$ cat config.mk
export PLATFORM = sky130hd
export DESIGN_NAME = alu_unit
export DESIGN_NICKNAME = d
export VERILOG_FILES = /design/src/rtl/alu_pkg.sv /design/src/rtl/full_adder.sv /design/src/rtl/alu_slice.sv /design/src/rtl/alu_chain.sv /design/src/rtl/alu_regs.sv /design/src/rtl/alu_status.sv /design/src/rtl/alu_unit.sv
export VERILOG_INCLUDE_DIRS = /design/src /design/src/rtl
export SDC_FILE = /design/constraint.sdc
export NUM_CORES = 1
export LEC_CHECK = 0
export BUFFER_PORTS_ARGS = -buffer_cell sky130_fd_sc_hd__buf_2
export CAP_MARGIN = 15
export CORE_AREA = 3 3 85 79
export CTS_BUF_LIST = sky130_fd_sc_hd__clkbuf_8
export CTS_CLUSTER_SIZE = 30
export DETAILED_ROUTE_END_ITERATION = 12
export DIE_AREA = 0 0 88 82
export PLACE_DENSITY = 0.81
export SYNTH_ARGS = -nofsm -noshare
export SYNTH_HDL_FRONTEND = slang
export SYNTH_SLANG_ARGS = --single-unit
$ cat constraint.sdc
create_clock -name clk -period 3.8 [get_ports clk]
set_clock_uncertainty 0.1 [all_clocks]
set_input_delay 0.38 -clock clk [delete_from_list [all_inputs] [get_ports clk]]
set_output_delay 0.38 -clock clk [all_outputs]
set_load 0.05 [all_outputs]
$ cat src/rtl/alu_config.svh
`ifndef ALU_CONFIG_SVH
`define ALU_CONFIG_SVH

// number of 4-bit lookahead slices in the chain
`define ALU_SLICES 4

// full datapath width, four bits per slice
`define ALU_WIDTH (4 * `ALU_SLICES)

`endif

$ cat src/rtl/alu_pkg.sv
package alu_pkg;

    // command view of the control word, top bit is carry_in
    typedef enum logic [4:0] {
        ADD   = 5'b00000,  // also shift left when a equals b
        SUB   = 5'b11000,  // a + ~b + 1
        XOR   = 5'b00100,
        XNOR  = 5'b01100,  // not of a when b is zero
        COMP  = 5'b01000,  // a + ~b, carry set means a > b when a != b
        AND   = 5'b00101,
        OR    = 5'b00110,
        RSHFT = 5'b00111   // b moves one bit right, a unused
    } alu_cmd;

    // raw view of the same five bits
    typedef struct packed {
        logic       carry_in;       // carry into bit 0, also shift fill of the top bit
        logic       b_inv;          // invert operand b
        logic       carry_disable;  // keep carries out of the result bit
        logic [1:0] cmd;            // result mux select
    } alu_ctrl_internal;

    // control register contents, decoded both ways
    typedef union packed {
        alu_cmd           cmd;
        alu_ctrl_internal ctrl;
    } alu_ctrl;

    // result mux select values
    localparam logic [1:0] MUX_XOR    = 2'd0;  // propagate and not generate
    localparam logic [1:0] MUX_GEN    = 2'd1;
    localparam logic [1:0] MUX_PROP   = 2'd2;
    localparam logic [1:0] MUX_DIRECT = 2'd3;

    // register block addresses, address 3 is unused
    localparam logic [1:0] REG_A    = 2'd0;
    localparam logic [1:0] REG_B    = 2'd1;
    localparam logic [1:0] REG_CTRL = 2'd2;

endpackage

$ cat src/rtl/full_adder.sv
`timescale 1ns/10ps

module full_adder (
    input  logic                      data1,
    input  logic                      data2,
    input  logic                      carry_in,
    input  logic                      direct_in,  // neighbour bit for the shift path
    input  alu_pkg::alu_ctrl_internal ctrl,
    output logic                      ret,
    output logic                      gen,
    output logic                      propagate,
    output logic                      d2_inv
);

    logic carry_gated;
    logic half_sum;
    logic mux_out;

    assign d2_inv      = data2 ^ ctrl.b_inv;
    assign gen         = data1 & d2_inv;
    assign propagate   = data1 | d2_inv;
    assign half_sum    = propagate & ~gen;  // a xor b built from the lookahead terms
    assign carry_gated = carry_in & ~ctrl.carry_disable;

    always_comb begin
        case (ctrl.cmd)
            alu_pkg::MUX_XOR:    mux_out = half_sum;
            alu_pkg::MUX_GEN:    mux_out = gen;
            alu_pkg::MUX_PROP:   mux_out = propagate;
            alu_pkg::MUX_DIRECT: mux_out = direct_in;
        endcase
    end

    // logic commands set carry_disable so this passes the mux value unchanged
    assign ret = mux_out ^ carry_gated;

endmodule

$ cat src/rtl/alu_slice.sv
`timescale 1ns/10ps

module alu_slice (
    input  logic [3:0]                d1,
    input  logic [3:0]                d2,
    input  logic                      carry_in,
    input  logic                      shift_in,   // d2 bit 0 of the slice above
    input  alu_pkg::alu_ctrl_internal ctrl,
    output logic [3:0]                res,
    output logic                      carry_out,
    output logic                      d2_low      // to the slice below
);

    logic [3:0] gen;
    logic [3:0] propagate;
    logic [3:0] d2_inv;
    logic [3:0] direct;
    logic [4:0] carry;

    // each bit takes the next bit up, the top one the neighbour slice
    assign direct = {shift_in, d2_inv[3:1]};

    for (genvar i = 0; i < 4; i++) begin : g_bit
        full_adder i_fa (
            .data1     (d1[i]),
            .data2     (d2[i]),
            .carry_in  (carry[i]),
            .direct_in (direct[i]),
            .ctrl      (ctrl),
            .ret       (res[i]),
            .gen       (gen[i]),
            .propagate (propagate[i]),
            .d2_inv    (d2_inv[i])
        );
    end

    assign carry[0] = carry_in;

    // every carry is a flat and-or of generate, propagate and carry_in
    assign carry[1] = gen[0]
                    | (propagate[0] & carry_in);

    assign carry[2] = gen[1]
                    | (propagate[1] & gen[0])
                    | (propagate[1] & propagate[0] & carry_in);

    assign carry[3] = gen[2]
                    | (propagate[2] & gen[1])
                    | (propagate[2] & propagate[1] & gen[0])
                    | (propagate[2] & propagate[1] & propagate[0] & carry_in);

    assign carry[4] = gen[3]
                    | (propagate[3] & gen[2])
                    | (propagate[3] & propagate[2] & gen[1])
                    | (propagate[3] & propagate[2] & propagate[1] & gen[0])
                    | (propagate[3] & propagate[2] & propagate[1] & propagate[0] & carry_in);

    assign carry_out = carry[4];
    assign d2_low    = d2_inv[0];

endmodule

$ cat src/rtl/alu_chain.sv
`timescale 1ns/10ps
`include "alu_config.svh"

module alu_chain (
    input  logic [`ALU_WIDTH-1:0] op_a,
    input  logic [`ALU_WIDTH-1:0] op_b,
    input  alu_pkg::alu_ctrl      ctrl,
    output logic [`ALU_WIDTH-1:0] result,
    output logic                  carry_out
);

    localparam int SLICES = `ALU_SLICES;

    logic [SLICES:0]   carry;     // ripple between slices
    logic [SLICES-1:0] shift_in;
    logic [SLICES-1:0] d2_low;
    logic              fill_bit;

    // carry_in doubles as the fill of a right shift
    assign fill_bit = ctrl.ctrl.carry_in;
    assign carry[0] = ctrl.ctrl.carry_in;

    for (genvar s = 0; s < SLICES; s++) begin : g_slice
        if (s == SLICES - 1) begin : g_top
            assign shift_in[s] = fill_bit;
        end else begin : g_mid
            assign shift_in[s] = d2_low[s+1];  // lowest d2 bit of the slice above
        end

        alu_slice i_slice (
            .d1        (op_a[4*s +: 4]),
            .d2        (op_b[4*s +: 4]),
            .carry_in  (carry[s]),
            .shift_in  (shift_in[s]),
            .ctrl      (ctrl.ctrl),
            .res       (result[4*s +: 4]),
            .carry_out (carry[s+1]),
            .d2_low    (d2_low[s])
        );
    end

    assign carry_out = carry[SLICES];

endmodule

$ cat src/rtl/alu_regs.sv
`timescale 1ns/10ps
`include "alu_config.svh"

module alu_regs (
    input  logic                  clk,
    input  logic                  reset,
    input  logic                  wr_en,
    input  logic [1:0]            wr_addr,
    input  logic [`ALU_WIDTH-1:0] wr_data,
    output logic [`ALU_WIDTH-1:0] op_a,
    output logic [`ALU_WIDTH-1:0] op_b,
    output alu_pkg::alu_ctrl      ctrl
);

    logic sel_a;
    logic sel_b;
    logic sel_ctrl;

    // one register per address, address 3 selects nothing
    assign sel_a    = wr_en && (wr_addr == alu_pkg::REG_A);
    assign sel_b    = wr_en && (wr_addr == alu_pkg::REG_B);
    assign sel_ctrl = wr_en && (wr_addr == alu_pkg::REG_CTRL);

    always_ff @(posedge clk) begin
        if (reset) begin
            op_a <= '0;
        end else if (sel_a) begin
            op_a <= wr_data;
        end
    end

    always_ff @(posedge clk) begin
        if (reset) begin
            op_b <= '0;
        end else if (sel_b) begin
            op_b <= wr_data;
        end
    end

    // zero decodes as ADD, raw bit patterns are kept as written
    always_ff @(posedge clk) begin
        if (reset) begin
            ctrl <= '0;
        end else if (sel_ctrl) begin
            ctrl <= wr_data[4:0];  // low five bits only
        end
    end

endmodule

$ cat src/rtl/alu_status.sv
`timescale 1ns/10ps
`include "alu_config.svh"

module alu_status (
    input  logic                  clk,
    input  logic                  reset,
    input  logic                  go,
    input  logic [`ALU_WIDTH-1:0] result,
    input  logic                  carry_out,
    output logic [`ALU_WIDTH-1:0] res,
    output logic                  carry_flag,
    output logic                  zero_flag,
    output logic                  negative_flag,
    output logic                  valid
);

    logic result_zero;
    logic result_sign;

    assign result_zero = (result == '0);
    assign result_sign = result[`ALU_WIDTH-1];

    // outputs hold between go pulses
    always_ff @(posedge clk) begin
        if (reset) begin
            res           <= '0;
            carry_flag    <= 1'b0;
            zero_flag     <= 1'b0;
            negative_flag <= 1'b0;
        end else if (go) begin
            res           <= result;
            carry_flag    <= carry_out;  // raw lookahead carry, not inverted for SUB
            zero_flag     <= result_zero;
            negative_flag <= result_sign;
        end
    end

    // one valid cycle per go
    always_ff @(posedge clk) begin
        if (reset) begin
            valid <= 1'b0;
        end else begin
            valid <= go;
        end
    end

endmodule

$ cat src/rtl/alu_unit.sv
`timescale 1ns/10ps
`include "alu_config.svh"

module alu_unit (
    input  logic                  clk,
    input  logic                  reset,
    input  logic                  wr_en,
    input  logic [1:0]            wr_addr,
    input  logic [`ALU_WIDTH-1:0] wr_data,
    input  logic                  go,
    output logic [`ALU_WIDTH-1:0] res,
    output logic                  carry_flag,
    output logic                  zero_flag,
    output logic                  negative_flag,
    output logic                  valid
);

    logic [`ALU_WIDTH-1:0] op_a;
    logic [`ALU_WIDTH-1:0] op_b;
    alu_pkg::alu_ctrl      ctrl;
    logic [`ALU_WIDTH-1:0] result;  // combinational from the registers
    logic                  carry_out;

    alu_regs i_regs (
        .clk     (clk),
        .reset   (reset),
        .wr_en   (wr_en),
        .wr_addr (wr_addr),
        .wr_data (wr_data),
        .op_a    (op_a),
        .op_b    (op_b),
        .ctrl    (ctrl)
    );

    alu_chain i_chain (
        .op_a      (op_a),
        .op_b      (op_b),
        .ctrl      (ctrl),
        .result    (result),
        .carry_out (carry_out)
    );

    alu_status i_status (
        .clk           (clk),
        .reset         (reset),
        .go            (go),
        .result        (result),
        .carry_out     (carry_out),
        .res           (res),
        .carry_flag    (carry_flag),
        .zero_flag     (zero_flag),
        .negative_flag (negative_flag),
        .valid         (valid)
    );

endmodule

==> results by group <==
Outcome
  • Outcome: finished clean

Die
  • Top Ports: 42
  • Initial core utilization: 59.82%
  • Number of placement rows: 27
  • Die Width: ~88 microns
  • Area of the core: 0.005979 sq mm
  • Die outline area: 0.007216 sq mm
  • Die Y-Extent: 82 microns

Drt
  • Via total after detailed routing: 2941
  • Total Routed Length: 7.601 mm
  • Post-route ant nets: 0
  • DRT iter0 DRCs: roughly 200
  • Via density per instance: 5.602
  • Router iterations before antenna repair: 4
  • Average detailed-routed wire length per instance: around 14 microns
  • Post-detailed-route DRC marker count: 0

Global route
  • Vias in the first global route: 2772
  • Pin count of the biggest net entering global routing: 58
  • Antenna violations before repair: 0
  • Combined global-route utilization of all metal layers: between 20% and 30%
  • Gr ovfl total: 0
  • Global-route wire length before repair: 12.85 mm

Logic synthesis
  • Number of flip-flops and latches in the synthesized netlist: 56
  • Number of nets produced by synthesis: 478
  • Count of yosys warnings during synthesis: 0
  • Distinct cell type count after synthesis: 42
  • Number of instances in the synthesized netlist: 424
  • Sequential fraction of the synthesis area: 31.34%
  • Post-Synthesis Cell Area: 0.003577 sq mm
  • Synthesized area divided by synthesized cell count: 8.437 sq um
  • Main synth FF type: sky130_fd_sc_hd__dfxtp_1
  • FFs w/ async S/R, synth: 0%
  • Top cell type's share of synthesized area: 31.34%
  • Post-synthesis cell type with the largest combined area: sky130_fd_sc_hd__dfxtp_1
  • Count of flip-flops with a built-in enable after synthesis: 0
  • Cells taking the most area after synthesis: sky130_fd_sc_hd__dfxtp_1 31%, sky130_fd_sc_hd__ha_1 11%, sky130_fd_sc_hd__mux4_2 9.4%

Critical path
  • CP peak stage delay: 430 ps
  • Slowest cell on the critical path: sky130_fd_sc_hd__dfxtp_1
  • Worst Setup Start Kind: flop
  • Endpoint type of the worst setup path: flop
  • Req. time, crit path: approximately 4000 ps
  • CP max FO: 14
  • Crit path DAT: between 3000 and 4000 ps
  • Sequence of cells on the critical path: buf_4, xor2_1, inv_1, ha_1, inv_1, o21ai_0, a31oi_1, o21ai_1, o41ai_1, xnor2_1, nand4_1, or4_1, o21ai_1
  • Critical path start-end classification: reg2reg

Clocking
  • Buffers from clock root to sink, at most: 2
  • Post-CTS resize count: 0
  • H-Tree Level Count: 2
  • CTS tree: yes
  • Number of sinks handled by clock tree synthesis: 56
  • Post-CTS Repair Setup Buffers: 0
  • TritonCTS Buffers: 5
  • Post-CTS Hold Buffers: 0
  • Clk slew on worst S/H paths: around 100 ps
  • Buffer type at the clock tree root: sky130_fd_sc_hd__clkbuf_8
  • Clock latency on the worst-skew pair: 310 ps

Placed design
  • Placed wire-length estimate after detailed placement: 5.757 mm
  • Global placer's final weighted congestion: 0.9138
  • Number of input and output port buffers inserted: 41
  • Area after detailed placement: 0.003795 sq mm

STA
  • Unrepaired setup endpoints after global routing: false
  • Maximum achievable frequency: between 0.2 and 0.3 GHz
  • Final number of setup-violating endpoints: 0
  • Final hold viol count: 0
  • Setup TNS after final layout: 0 ps
  • Ratio of final minimum period to clock period: 89.72%
  • Final hold slack: 202.7 ps
  • Slew Viols, Final: 0
  • Slew at the pin closest to its max-slew limit: 958.7 ps
  • Slew margin rel.: 36.09%
  • Min cycle time layout: around 3400 ps

Power
  • Switching Power: 391.4 uW
  • Reported leakage power: 1.767 nW
  • Power per unit of standard cell area: roughly 330 mW/mm^2
  • Pint: 912.6 uW
  • Sequential cell fraction of total power: 48.4%
  • Maximum ir drop on the vdd rail: 0.0001947 V
  • Relative contribution of the clock network to total power: 31.1%
  • Sw Ratio: 30.02%
  • Power Total: 1.304 mW
  • Combinational group share of total power: 20.5%

Finish
  • # nets final: 506
  • Commonest non-fill, non-tap cells in the layout: 67 x sky130_fd_sc_hd__nand2_1, 56 x sky130_fd_sc_hd__dfxtp_1, 50 x sky130_fd_sc_hd__inv_1
  • Synthesis-to-layout area growth: 9.339%
  • Layout cells sized above 1: 15.89%
  • Final design area excluding fillers: 0.003911 sq mm
  • Most frequent standard cell in the layout excluding fill and tap cells: sky130_fd_sc_hd__nand2_1
  • Diode count: 0

Hold path
  • Worst min-delay path class: in2reg

Flow run
  • Number of violations of the max-capacitance limit: 0
## flip-flops by register name, indices dropped and copies added, names as in the netlist
register,count
i_status.res,15
i_status.carry_flag,1
i_regs.op_a,16
i_regs.ctrl,5
i_status.valid,1
i_status.negative_flag,1
i_regs.op_b,16
i_status.zero_flag,1
## final cells by class
cell class	instances	area (sq um)
inverter	50	187.7
multi-input combinational	294	2161
timing repair buffer	45	235.2
clock inverter	3	47.55
clock buffer	5	68.82
tap	72	90.09
fill	504	2068
sequential	56	1121
## cell usage after synthesis (4+ instances only)
cell type,instances
sky130_fd_sc_hd__nor2_1,30
sky130_fd_sc_hd__clkbuf_1,15
sky130_fd_sc_hd__xor2_1,13
sky130_fd_sc_hd__o21ai_0,6
sky130_fd_sc_hd__buf_2,5
sky130_fd_sc_hd__a211oi_1,7
sky130_fd_sc_hd__nand2b_1,6
sky130_fd_sc_hd__nand2_1,67
sky130_fd_sc_hd__o21bai_1,5
sky130_fd_sc_hd__a31oi_1,4
sky130_fd_sc_hd__a21oi_1,44
sky130_fd_sc_hd__inv_1,50
sky130_fd_sc_hd__mux4_2,15
sky130_fd_sc_hd__ha_1,32
sky130_fd_sc_hd__mux2i_1,14
sky130_fd_sc_hd__dfxtp_1,56
sky130_fd_sc_hd__xnor2_1,17
## power groups by stage
stage	sequential (mW)	clock (mW)	combinational, mW
6_report	0.631	0.405	0.268
5_1_grt	0.635	0.430	0.295
4_1_cts	0.631	0.410	0.268
3_5_place_dp	0.645	0	0.266
3_3_place_gp	0.644	0	0.258
2_1_floorplan	0.680	0	0.164
## metal layers
layer	vias to the layer above	global-route usage, %	routed length, microns
met5	-	0	0
met4	0	5.982	119
met3	14	4.413	535
met2	102	35.39	3411
met1	1360	31.13	3534
li1	1465	-	-
## stage by stage
step | util [%] | setup slack, ps | cells
floorplan | - | 743.8 | 424
global placement | 63.47 | 661.0 | 517
detailed placement | 63.47 | 450.7 | 517
CTS | 65.41 | 381.9 | 525
global route | 65.41 | 67.77 | 525
finish | 65.41 | 390.5 | 525
## worst max-delay path: cells and delay by family, from the launching register on
kind / cells / cell delay (ps)
AOI/OAI and AO/OA: 5 / 1170
xor gates and xnor gates: 2 / 460
adders and majority gates: 1 / 200
buffers and inverters: 3 / 480
DFF: 1 / 430
and+or+nand+nor: 2 / 510
## path summary, 6_finish.rpt
kind	from	end	slack, ps	cells after the start
max reg2reg	i_regs.ctrl[3]	i_status.zero_flag	390	13
max	i_regs.ctrl[3]	i_status.zero_flag	390	13
min reg2reg	i_regs.op_b[11]	i_regs.op_b[11]	380	2
min	wr_data[13]	i_regs.op_a[13]	200	3
## kinds of logic after synthesis
group	after synthesis	synth area share, %
simple gates	123	15.18
compound gates	79	12.87
buf+inv	74	8.255
flops	56	31.34
fa+ha+maj	32	11.19
xor+xnor	31	7.800
mux	29	13.36
Note: power is estimated with default switching activity, not from simulation.
